<file path="src/source/dcache_pkg.sv">
package dcache_pkg;

    // geometry
    localparam int ADDR_W   = 32;
    localparam int DATA_W   = 64;
    localparam int STRB_W   = DATA_W / 8;
    localparam int OFFSET_W = 3;
    localparam int INDEX_W  = 6;
    localparam int SETS     = 1 << INDEX_W;
    localparam int TAG_W    = ADDR_W - INDEX_W - OFFSET_W;

    // one address word, seen raw or split into its cache fields
    typedef union packed {
        logic [ADDR_W-1:0] raw;
        struct packed {
            logic [TAG_W-1:0]    tag;
            logic [INDEX_W-1:0]  index;
            logic [OFFSET_W-1:0] offset;
        } fields;
    } dcache_addr_u;

    typedef enum logic [2:0] {
        IDLE,
        LOOKUP,
        // compare stage, also where a miss is detected
        HIT,
        WRITEBACK,
        REFILL
    } ctrl_state_e;

endpackage
</file>
<file path="src/source/dcache_array_if.sv">
`timescale 1ns/100ps

interface dcache_array_if
    import dcache_pkg::*;
();

    // lookup index and tag to write, shared by both ways
    dcache_addr_u      addr;
    // one write enable per way
    logic [1:0]        we;
    logic [STRB_W-1:0] strb;
    logic [DATA_W-1:0] wdata;
    logic              set_dirty;
    logic              clr_dirty;

    modport ctrl (
        output addr,
        output we,
        output strb,
        output wdata,
        output set_dirty,
        output clr_dirty
    );

    modport way (
        input addr,
        input we,
        input strb,
        input wdata,
        input set_dirty,
        input clr_dirty
    );

endinterface

</file>
<file path="src/source/dcache_ctrl.sv">
`timescale 1ns/100ps

module dcache_ctrl
    import dcache_pkg::*;
(
    input  logic               clk,
    input  logic               rst_n_i,
    // core side
    input  logic               req_valid_i,
    input  logic               req_we_i,
    input  logic [ADDR_W-1:0]  req_addr_i,
    input  logic [DATA_W-1:0]  req_wdata_i,
    input  logic [STRB_W-1:0]  req_strb_i,
    output logic               req_ready_o,
    output logic               resp_valid_o,
    output logic [DATA_W-1:0]  resp_rdata_o,
    // memory side
    output logic               mem_req_o,
    output logic               mem_we_o,
    output logic [ADDR_W-1:0]  mem_addr_o,
    output logic [DATA_W-1:0]  mem_wdata_o,
    input  logic               mem_ack_i,
    input  logic [DATA_W-1:0]  mem_rdata_i,
    // way arrays
    dcache_array_if.ctrl       arr_if,
    input  logic [TAG_W-1:0]   way_tag_i  [2],
    input  logic [1:0]         way_valid_i,
    input  logic [1:0]         way_dirty_i,
    input  logic [DATA_W-1:0]  way_data_i [2]
);

    ctrl_state_e        state_q;
    ctrl_state_e        state_d;
    dcache_addr_u       req_q;
    logic               we_q;
    logic [DATA_W-1:0]  wdata_q;
    logic [STRB_W-1:0]  strb_q;
    logic [SETS-1:0]    lru_q;
    logic               victim_q;
    logic [1:0]         hit_vec;
    logic               hit;
    logic               hit_way;
    logic               victim;
    dcache_addr_u       wb_addr;
    dcache_addr_u       fill_addr;

    assign req_ready_o = (state_q == IDLE);

    // hit detect against both stored tags
    always_comb begin
        for (int w = 0; w < 2; w++) begin
            hit_vec[w] = way_valid_i[w] && (way_tag_i[w] == req_q.fields.tag);
        end
    end
    assign hit     = |hit_vec;
    assign hit_way = hit_vec[1];

    // invalid way first, way 0 before way 1, then the lru way
    assign victim = !way_valid_i[0] ? 1'b0 :
                    !way_valid_i[1] ? 1'b1 : lru_q[req_q.fields.index];

    always_comb begin
        state_d = state_q;
        unique case (state_q)
            IDLE:      if (req_valid_i) state_d = LOOKUP;
            LOOKUP:    state_d = HIT;
            HIT: begin
                if (hit) begin
                    state_d = IDLE;
                end else if (way_valid_i[victim] && way_dirty_i[victim]) begin
                    state_d = WRITEBACK;
                end else begin
                    state_d = REFILL;
                end
            end
            WRITEBACK: if (mem_ack_i) state_d = REFILL;
            REFILL:    if (mem_ack_i) state_d = LOOKUP;
            default:   state_d = IDLE;
        endcase
    end

    always_ff @(posedge clk or negedge rst_n_i) begin
        if (!rst_n_i) begin
            state_q  <= IDLE;
            lru_q    <= '0;
            victim_q <= 1'b0;
        end else begin
            state_q <= state_d;
            if (state_q == HIT && hit) begin
                lru_q[req_q.fields.index] <= ~hit_way;
            end
            if (state_q == HIT && !hit) begin
                victim_q <= victim;
            end
        end
    end

    // accepted request
    always_ff @(posedge clk) begin
        if (req_valid_i && req_ready_o) begin
            req_q.raw <= req_addr_i;
            we_q      <= req_we_i;
            wdata_q   <= req_wdata_i;
            strb_q    <= req_strb_i;
        end
    end

    assign resp_valid_o = (state_q == HIT) && hit;
    assign resp_rdata_o = way_data_i[hit_way];

    // array requests: strobed write on hit, full-line fill on refill
    always_comb begin
        arr_if.addr      = req_q;
        arr_if.we        = 2'b00;
        arr_if.strb      = '0;
        arr_if.wdata     = wdata_q;
        arr_if.set_dirty = 1'b0;
        arr_if.clr_dirty = 1'b0;
        if (state_q == HIT && hit && we_q) begin
            arr_if.we[hit_way] = 1'b1;
            arr_if.strb        = strb_q;
            arr_if.set_dirty   = 1'b1;
        end else if (state_q == REFILL && mem_ack_i) begin
            arr_if.we[victim_q] = 1'b1;
            arr_if.strb         = '1;
            arr_if.wdata        = mem_rdata_i;
            arr_if.clr_dirty    = 1'b1;
        end
    end

    // victim line address rebuilt from its stored tag
    always_comb begin
        wb_addr.fields.tag    = way_tag_i[victim_q];
        wb_addr.fields.index  = req_q.fields.index;
        wb_addr.fields.offset = '0;
        fill_addr             = req_q;
        fill_addr.fields.offset = '0;
    end

    assign mem_req_o   = (state_q == WRITEBACK) || (state_q == REFILL);
    assign mem_we_o    = (state_q == WRITEBACK);
    assign mem_addr_o  = (state_q == WRITEBACK) ? wb_addr.raw : fill_addr.raw;
    assign mem_wdata_o = (state_q == WRITEBACK) ? way_data_i[victim_q] : '0;

    // request held with stable fields until memory acks
    a_mem_hold: assert property (@(posedge clk) disable iff (!rst_n_i)
        mem_req_o && !mem_ack_i |=> mem_req_o && $stable(mem_we_o)
            && $stable(mem_addr_o) && $stable(mem_wdata_o));

    // a line never sits in both ways of one set
    a_hit_onehot: assert property (@(posedge clk) disable iff (!rst_n_i)
        state_q == HIT |-> $onehot0(hit_vec));

endmodule

</file>
<file path="src/flat_wrapper.sv">
// flat-port wrapper written by rule: the top's interface ports become plain ports
module dcache_ctrl_flat import dcache_pkg::*;
  (clk, rst_n_i, req_valid_i, req_we_i, req_addr_i, req_wdata_i, req_strb_i, req_ready_o, resp_valid_o, resp_rdata_o, mem_req_o, mem_we_o, mem_addr_o, mem_wdata_o, mem_ack_i, mem_rdata_i, way_tag_i, way_valid_i, way_dirty_i, way_data_i, arr_if_addr, arr_if_we, arr_if_strb, arr_if_wdata, arr_if_set_dirty, arr_if_clr_dirty);
  dcache_array_if arr_if_i ();
  input  logic clk;
  input  logic rst_n_i;
  input  logic req_valid_i;
  input  logic req_we_i;
  input  logic [ADDR_W-1:0] req_addr_i;
  input  logic [DATA_W-1:0] req_wdata_i;
  input  logic [STRB_W-1:0] req_strb_i;
  output logic req_ready_o;
  output logic resp_valid_o;
  output logic [DATA_W-1:0] resp_rdata_o;
  output logic mem_req_o;
  output logic mem_we_o;
  output logic [ADDR_W-1:0] mem_addr_o;
  output logic [DATA_W-1:0] mem_wdata_o;
  input  logic mem_ack_i;
  input  logic [DATA_W-1:0] mem_rdata_i;
  input  logic [TAG_W-1:0] way_tag_i[2];
  input  logic [1:0] way_valid_i;
  input  logic [1:0] way_dirty_i;
  input  logic [DATA_W-1:0] way_data_i[2];
  output wire logic [$bits(arr_if_i.addr)-1:0] arr_if_addr;
  output wire logic [$bits(arr_if_i.we)-1:0] arr_if_we;
  output wire logic [$bits(arr_if_i.strb)-1:0] arr_if_strb;
  output wire logic [$bits(arr_if_i.wdata)-1:0] arr_if_wdata;
  output wire logic [$bits(arr_if_i.set_dirty)-1:0] arr_if_set_dirty;
  output wire logic [$bits(arr_if_i.clr_dirty)-1:0] arr_if_clr_dirty;
  assign arr_if_addr = arr_if_i.addr;
  assign arr_if_we = arr_if_i.we;
  assign arr_if_strb = arr_if_i.strb;
  assign arr_if_wdata = arr_if_i.wdata;
  assign arr_if_set_dirty = arr_if_i.set_dirty;
  assign arr_if_clr_dirty = arr_if_i.clr_dirty;
  dcache_ctrl u_core (.clk(clk), .rst_n_i(rst_n_i), .req_valid_i(req_valid_i), .req_we_i(req_we_i), .req_addr_i(req_addr_i), .req_wdata_i(req_wdata_i), .req_strb_i(req_strb_i), .req_ready_o(req_ready_o), .resp_valid_o(resp_valid_o), .resp_rdata_o(resp_rdata_o), .mem_req_o(mem_req_o), .mem_we_o(mem_we_o), .mem_addr_o(mem_addr_o), .mem_wdata_o(mem_wdata_o), .mem_ack_i(mem_ack_i), .mem_rdata_i(mem_rdata_i), .arr_if(arr_if_i), .way_tag_i(way_tag_i), .way_valid_i(way_valid_i), .way_dirty_i(way_dirty_i), .way_data_i(way_data_i));
endmodule
</file>
<file path="config.mk">
export PLATFORM = sky130hd
export DESIGN_NAME = dcache_ctrl_flat
export DESIGN_NICKNAME = d
export VERILOG_FILES = /design/src/source/dcache_pkg.sv /design/src/source/dcache_array_if.sv /design/src/source/dcache_ctrl.sv /design/src/flat_wrapper.sv
export SDC_FILE = /design/constraint.sdc
export NUM_CORES = 1
export LEC_CHECK = 0
export BUFFER_PORTS_ARGS = -buffer_cell sky130_fd_sc_hd__buf_4
export CAP_MARGIN = 20
export CORE_AREA = 5 5 239 241
export CTS_CLUSTER_DIAMETER = 80
export CTS_CLUSTER_SIZE = 16
export DETAILED_ROUTE_END_ITERATION = 7
export DIE_AREA = 0 0 244 246
export PLACE_DENSITY = 0.51
export SLEW_MARGIN = 10
export SYNTH_ARGS = -nofsm -noshare
export SYNTH_HDL_FRONTEND = slang
export SYNTH_SLANG_ARGS = --single-unit
</file>
<file path="constraint.sdc">
create_clock -name clk -period 3.85 [get_ports clk]
set_input_delay 0.385 -clock clk [delete_from_list [all_inputs] [get_ports clk]]
set_output_delay 0.385 -clock clk [all_outputs]
set_load 0.01 [all_outputs]
</file>
After elaboration in Yosys (flattened, before gate mapping)
Cells that the tools add are included.
W data, S select, Z words.
Word-level totals
  bits of input ports: 351
  bits in registers: 173
Operators by class
  eq/ne operators: 9
  bitwise gates (word level): 3
  reductions and logical operators: 16
  mux-type cells: 41
  order comparisons: 9
Operator list (number)
  $mux W64: 9
  $mux W23: 3
  $bwmux W64: 1
  $eq A23 B23 Y1: 2
  $mux W32: 1
  $mux W8: 2
  $mux W3: 5
  $pmux W3 S5: 1
  $mux W1: 13
  $logic_and A1 B1 Y1: 11
  $lt A6 B7 Y1 const B: 1
  $bmux W1 S6: 1
  $demux W1 S6: 1
  $eq A3 B2 Y1 const B: 2
  $ge A6 B1 Y1 const B: 1
  $lt A1 B2 Y1 const B: 3
  $ge A2 B2 Y1 const B: 2
  $mux W2: 2
  $ne A2 B2 Y1 const B: 2
  $not A1 Y2: 2
  $eq A3 B1 Y1 const B: 1
  $eq A3 B3 Y1 const B: 1
  $logic_not A3 Y1: 1
  $reduce_and A3 Y1: 1
  other kinds (7): 9

Longest topological paths before layout
Gate-level depths: netlist of run 1.
  word-level depth: 10
  mapped depth: 10
  gate-level depth less buffers: 8

Least setup slack after synthesis of run 1
OpenSTA, ideal clock, no wires.
  kind: reg2reg
  from: register u_core.state_q[1]
  to: register u_core.req_q (netlist bit u_core.arr_if.addr[0]) (enable)
  setup slack: 0.077 ns
  data arrival time: 3.297 ns
  path buffers: 0
  period minus slack after synthesis: 3.773 ns
  cell stages (with the launch flop): 3
  cells stage by stage: dfrtp_1 -> nor3_1 -> and2_1
Between the ends
  longest elaborated chain between the ends: 2
RTL lines
  from (decl): line dcache_ctrl.sv:32  | ctrl_state_e state_q;
  from (signal assigned): line dcache_ctrl.sv:88  | state_q <= state_d;
  $logic_not A3 Y1: line dcache_ctrl.sv:47  | assign req_ready_o = (state_q == IDLE);
  named net req_ready_o: line flat_wrapper.sv:12  | output logic req_ready_o;
  $logic_and A1 B1 Y1: line dcache_ctrl.sv:100  | if (req_valid_i && req_ready_o) begin
  to (decl): line dcache_ctrl.sv:34  | dcache_addr_u req_q;
The timed path passes the listed nets, and every way through them passes these cells.
A chain may end at the register's enable or synchronous reset.

Final worst setup path of run 1
  from: register u_core.req_q (netlist bit u_core.arr_if.addr[10])
  to: output resp_rdata_o[47]
Between the ends
  longest elaborated chain between the ends: 6
RTL lines
  $eq A23 B23 Y1: line dcache_ctrl.sv:52  | hit_vec[w] = way_valid_i[w] && (way_tag_i[w] == req_q.fields.tag);
  $logic_and A1 B1 Y1: line dcache_ctrl.sv:52
  $not A1 Y2 (implied by the code): line dcache_ctrl.sv:109  | assign resp_rdata_o = way_data_i[hit_way];
  $mux W64 (implied by the code) (3 in series): line dcache_ctrl.sv:109
  to (decl): line flat_wrapper.sv:14  | output logic [DATA_W-1:0] resp_rdata_o;
Every way passes these cells. The select of a mux whose other input is x is not followed.

==> summary.md, run 1 <==
| Metric | Value |
|---|---|
| Status | `completed` |
| Fillers | `5,710` |
| CP max FO | `40` |
| Ys Warns | `0` |
| First-pass GRT wire length | `74.0 mm` |
| Fin worst setup slack | `217 ps` |
| Hold_buf cts | `0` |
| Slew @ Worst Pin | `921 ps` |
| Critical Path Source | `u_core.arr_if.addr[10]` |
| Drt initial violations | `366` |
| Hold Path Class | `in2async` |
| Final Hold Viols | `0` |
| Number of vias per cell | `4.39` |
| DP HPWL | `43.0 mm` |
| Hold_ws | `67.2 ps` |
| Fin util | `30.7%` |
| Synth unique cells | `58` |
| Complex-gate fraction of the synthesized area | `4.29%` |
| Tmin final | `3630 ps` |
| Final Cell Area | `16,800 sq um` |
| Fin. max-slew vios | `0` |
| Most common flop cell mapped by yosys | `edfxtp_1` |
| Seq/Total Area, Yosys | `45.6%` |
| Worst EP arrival | `3250 ps` |
| Count leader, synth | `mux2_2` |
| Post-synthesis simple-gate area fraction | `12.0%` |
| Max Cap Violations | `0` |
| Total power | `7.81 mW` |
| # clock sinks | `173` |
| Seq cells post-synth | `173` |
| Die extent in y | `246 um` |
| Leak | `7.49 nW` |
| ANT nets after route | `0` |
| Final WL | `51.8 mm` |
| DRC Markers | `0` |
| Top cells by count, synth | `mux2_2, edfxtp_1, nor2_1` |
| PostCTS Resize Cnt | `0` |
| Via count | `9,910` |
| Htree depth | `4` |
| Total track usage | `16.6%` |
| CP startpoint kind | `flip-flop` |
| Initial core utilization | `19.5%` |
| CTS Buffer Depth | `2` |
| Synth Area in XOR/XNOR | `3.79%` |
| Ports | `623` |
| Layout Cells excl Fill | `2,256` |
| Post-route setup TNS | `0 ps` |
| Rows | `86` |
| Die footprint | `60,000 sq um` |
| Cell area after placement | `16,200 sq um` |
| Mean Syn Cell Area | `11.4 sq um` |
| Max IR drop VDD | `510 uV` |
| Pin count of the biggest net entering global routing | `69` |
| RSZ-0062 raised after global routing | `no` |
| Clock-pin slew on the worst setup and hold paths | `70 ps` |
| Layout cell share with drive strength beyond 1 | `58.6%` |
| Synth async-reset ratio | `39.3%` |
| Vias in the first global route | `10,728` |
| Largest family of logic cells by synthesized area | `multiplexers` |
| CTS Buf Count | `17` |
| Setup bufs post-CTS | `0` |
| Setup violations, final | `0` |
| CP Capture Type | `output port` |
| CTS tree | `built` |
| Post-synth top area share | `29.6%` |
| Slew Limit Headroom | `38.6%` |
| Total grt overflow | `0` |
| Die width | `244 um` |
| Drt pass-1 iters | `5` |
| Clk_lat worst skew | `450 ps` |
| Initial antenna violation count | `8` |
| Synth area leader | `edfxtp_1` |
| Clk Tree Root Cell | `clkbuf_16` |
| Post-synth EDFFs | `105` |
| Mapped Area | `10,600 sq um` |
| Core Area | `54,700 sq um` |
| Dpl ws | `696 ps` |
| Worst Path Required | `3460 ps` |
| Multiplexer share of the synthesized area | `31.0%` |
| Gate Count Post-Synth | `932` |
| Power density over the cells | `465 nW/um^2` |
| Post-layout nets | `1,887` |
| Layout area overhead | `57.8%` |
| Adder-Cell Fraction of Synth Area | `0%` |
| Clock skew | `13.4 ps` |
| Part of the cycle the worst path needs | `94.4%` |
| Largest cells by area after synthesis | `edfxtp_1, mux2_2, dfrtp_1` |
| Routability cong. | `0.896` |
| Worst R2R Start | `u_core.arr_if.addr[27]` |
| Port buffer count | `619` |
| Peak Freq | `275 MHz` |
| Routed wire per std cell | `23.0 um` |
| Critical path type | `reg2out` |
| Placed Instances | `2,221` |
[worst max-delay path: stages (launching register included)]
cell and delay, ps:
edfxtp_1 460, xnor2_1 440, nand4_1 170, nor4_1 490, nand2_4 80, buf_4 270, buf_4 340, mux2_2 350
buf_4 150
[logic make-up after synthesis]
group	count (synthesis)
compound gates	70
other cells	1
mux	298
buf+inv	76
flops	173
simple gates	268
xor+xnor	46
[worst paths after layout]
| check | endpoint | slack [ps] | cells past startpoint |
|---|---|---|---|
| worst max-delay path | resp_rdata_o[47] | 220 | 8 |
| max in group asynchronous | u_core.victim_q | 3130 | 1 |
| min in group clk | u_core.wdata_q[16] | 100 | 1 |
| worst max register to register | u_core.lru_q[58] | 810 | 7 |
| worst min register to register | u_core.lru_q[27] | 500 | 1 |
| worst min-delay path | u_core.lru_q[45] | 70 | 1 |
[layout by cell type, fill, tap and decap left out, types with 8 or more instances in the layout]
master,instances
a21o_1,8
a21oi_1,8
buf_4,649
clkbuf_16,19
dfrtp_1,67
edfxtp_1,105
mux2_2,196
mux2i_1,96
nand2_1,79
nand4_1,26
nor2_1,101
o21ai_0,28
xnor2_1,46
[per-layer routing]
| metal | vias up | global-route usage, % | part of all wire, % |
|---|---|---|---|
| li1 | 4584 | - | - |
| met2 | 486 | 30.0 | 51 |
| met4 | 2 | 4.66 | 2.3 |
| met3 | 48 | 5.01 | 7.7 |
| met1 | 4790 | 19.0 | 39 |
| met5 | - | 0 | 0.025 |
[sequential cells by signal (all words and copies together) (netlist names)]
register and cells:
u_core.victim_q 1, u_core.we_q 1, u_core.strb_q 8, u_core.wdata_q 64
u_core.state_q 3, u_core.arr_if.addr 32, u_core.lru_q 64
[power breakdown]
part           switching [mW]  leakage (nW)  internal (mW)
Combinational            1.71          5.26           1.66
Sequential              0.319          1.93           2.33
Clock                   0.796         0.301          0.991
Total                    2.82          7.49           4.98
[final cells by class]
class	instances	area [sq um]	area share (%)
Timing Repair Buffer	653	4950	29.5
Sequential cell	173	4860	28.9
Tap cell	704	881	5.25
Inverter	6	22.5	0.134
Clock inverter	7	61.3	0.365
Clock buffer	25	539	3.21
Antenna cell	3	7.51	0.0447
Multi-Input combinational cell	685	5460	32.5
No activity file was read; power rests on OpenSTA's default activity.
==> run 2, diff against run 1 <==
- CELL_PAD_IN_SITES_DETAIL_PLACEMENT: default -> 0
- CELL_PAD_IN_SITES_GLOBAL_PLACEMENT: default -> 1
- CORE_AREA: 5 5 239 241 -> 5 5 241 243
- DIE_AREA: 0 0 244 246 -> 0 0 246 248
- MAX_ROUTING_LAYER: default -> met4
- PLACE_DENSITY: 0.51 -> 0.62
- clock period: 3.85 -> 3.9 ns (I/O delays scaled with it)
==> run 2 against run 1 <==
Register-to-register slack improved by 20 ps. Die area rose by 1.6%. Cell area barely moved. Core utilization down 0.61 points. Non-clock buffer count shrank 13. Via count decreased by 0.84%. Clock skew grew 1.7 ps. Flip-flop and latch count did not move. Global-route usage grew 0.38 points. Sequential power down 2%. Worst setup slack improved by 220 ps. First-iteration DRC count increased by 14%.
==> summary.md, run 2 (synthesis gave the netlist of run 1 again) <==
| Metric | Value |
|---|---|
| Peak Freq | `289 MHz` |
| Clk_lat worst skew | `450 ps (about the same)` |
| Hold_ws | `77.9 ps (was 67.2 ps)` |
| Max Cap Violations | `0 (unchanged)` |
| R2r endpoint | `u_core.lru_q[35] (was u_core.lru_q[58])` |
| Via count | `9,827 (was 9,910)` |
| Grt peak-use layer | `met2 (unchanged)` |
| Drt initial violations | `418 (was 366)` |
| Worst EP arrival | `3080 ps (was 3250 ps)` |
| Post-layout nets | `1,874 (was 1,887)` |
| R2R depth | `7 (unchanged)` |
| Core Area | `55,700 sq um (was 54,700 sq um)` |
| CP Capture Type | `output port (unchanged)` |
| # clock sinks | `173 (unchanged)` |
| Fillers | `5,884 (was 5,710)` |
| Worst R2R Setup Slack | `830 ps (was 810 ps)` |
| Layout cell share with drive strength beyond 1 | `58.2% (was 58.6%)` |
| Setup violations, final | `0 (unchanged)` |
| Initial core utilization | `19.1% (was 19.5%)` |
| Dpl ws | `777 ps (was 696 ps)` |
| Fin worst setup slack | `435 ps (was 217 ps)` |
| Tmin final | `3470 ps` |
| Slowest cell on crit path | `nor4_1 (unchanged)` |
| Die footprint | `61,000 sq um (was 60,000 sq um)` |
| Global Route met3 Usage | `4.93% (was 5.01%)` |
| Layout Cells excl Fill | `2,301 (was 2,256)` |
| Met1 Track Usage GR | `18.6% (was 19.0%)` |
| Slew @ Worst Pin | `915 ps (was 921 ps)` |
| Vias in the first global route | `10,394 (was 10,728)` |
| CP max FO | `10 (was 40)` |
| Total track usage | `17.0% (was 16.6%)` |
| Die width | `246 um (was 244 um)` |
| Most frequent cells in the layout | `buf_4, mux2_2, edfxtp_1 (unchanged)` |
| Drt pass-1 iters | `5 (unchanged)` |
| Slew Limit Headroom | `39.0% (was 38.6%)` |
| Routed wire per std cell | `22.8 um (was 23.0 um)` |
| Clk Tree Root Cell | `clkbuf_16 (unchanged)` |
| Post-route setup TNS | `0 ps (unchanged)` |
| Hold_buf cts | `0 (unchanged)` |
| Placed Instances | `2,260 (was 2,221)` |
| Layout area overhead | `57.7% (was 57.8%)` |
| Total grt overflow | `0 (unchanged)` |
| Status | `completed (unchanged)` |
| Pin count of the biggest net entering global routing | `69 (unchanged)` |
| Power density over the cells | `461 nW/um^2 (was 465 nW/um^2)` |
| Max IR drop VDD | `287 uV (was 510 uV)` |
| Critical-path cell list | `xnor2_1, nand4_1, nor4_1, nand2_4, a21oi_1, nand2_1, inv_2, o2bb2ai_1, buf_4 (was xnor2_1, nand4_1, nor4_1, nand2_4, buf_4, buf_4, mux2_2, buf_4)` |
| Die extent in y | `248 um (was 246 um)` |
| Worst R2R Start | `u_core.arr_if.addr[13] (was u_core.arr_if.addr[27])` |
| Port buffer count | `619 (unchanged)` |
| Number of vias per cell | `4.27 (was 4.39)` |
| Clock-pin slew on the worst setup and hold paths | `70 ps (about the same)` |
| First-pass GRT wire length | `73.3 mm (was 74.0 mm)` |
| Commonest non-fill, non-tap cell in the layout | `buf_4 (unchanged)` |
| Initial antenna violation count | `14 (was 8)` |
| CTS Buffer Depth | `2 (unchanged)` |
| Ports | `623 (unchanged)` |
| DRC Markers | `0 (unchanged)` |
| ANT nets after route | `0 (unchanged)` |
| CP startpoint kind | `flip-flop (unchanged)` |
| CTS tree | `built (unchanged)` |
| CTS Buf Count | `17 (unchanged)` |
| Slowest stage delay, CP | `540 ps (was 490 ps)` |
| RSZ-0062 raised after global routing | `no (unchanged)` |
| Final WL | `52.6 mm (was 51.8 mm)` |
| Setup bufs post-CTS | `0 (unchanged)` |
| PostCTS Resize Cnt | `0 (unchanged)` |
| Leak | `7.42 nW (was 7.49 nW)` |
| Final Hold Viols | `0 (unchanged)` |
| Hold Path Class | `in2async (unchanged)` |
| Routability cong. | `0.879 (was 0.896)` |
| DP HPWL | `42.9 mm (was 43.0 mm)` |
| Fin. max-slew vios | `0 (unchanged)` |
| Critical path type | `reg2out (unchanged)` |
| Part of the cycle the worst path needs | `88.8%` |
| M2 GR Usage | `29.9% (was 30.0%)` |
| Htree depth | `4 (unchanged)` |
| Clock skew | `15.1 ps (was 13.4 ps)` |
| Total power | `7.73 mW (was 7.81 mW)` |
| Worst Path Required | `3510 ps (was 3460 ps)` |
| Rows | `87 (was 86)` |
## run 2: critical path: cells and delay by family, from the launching register on
kind | cells | cell delay (ps)
AND/OR/NAND/NOR | 4 | 1010
flip-flops | 1 | 450
buffers and inverters | 2 | 420
AO/OA/AOI/OAI | 2 | 400
XOR/XNOR | 1 | 350
## run 2: routing by layer
metal	part of all wire, %	up-vias
li1	-	4572
met1	39	4725
met2	51	468
met3	7.8	62
met4	2.2	0
met5	0	-
## run 2: per-stage QoR
stage | utilization (%) | cell area [sq um]
global placement | 29.0 | 16200
CTS | 30.1 | 16700
finish | 30.1 | 16800
floorplan | - | 10600
detailed placement | 29.0 | 16200
global route | 30.1 | 16800
## run 2: area by class of cell
cell class	instances	area, sq um	share of cell area, %
multi-input combinational	685	5460	32.6
clock inverter	15	169	1.01
sequential	173	4860	29.0
inverter	6	22.5	0.134
tap	756	946	5.64
clock buffer	17	425	2.54
antenna	9	22.5	0.134
timing repair buffer	640	4870	29.0
## run 2: worst max path at each step
stage,startpoint,end,slack [ps]
2_1_floorplan,u_core.state_q[1],u_core.arr_if.addr[0],130
3_3_place_gp,way_tag_i[5],arr_if_we[0],830
3_5_place_dp,way_tag_i[4],u_core.lru_q[33],780
4_1_cts,u_core.arr_if.addr[14],arr_if_we[0],330
5_1_grt,u_core.arr_if.addr[14],arr_if_we[0],240
6_report,u_core.arr_if.addr[14],arr_if_we[0],430
## run 2: where the power goes
part           internal, mW  total, mW  switching, mW  leakage [nW]
Clock                 0.918       1.79          0.869         0.290
Sequential             2.30       2.60          0.297          1.93
Combinational          1.59       3.34           1.75          5.21
Total                  4.81       7.73           2.92          7.42
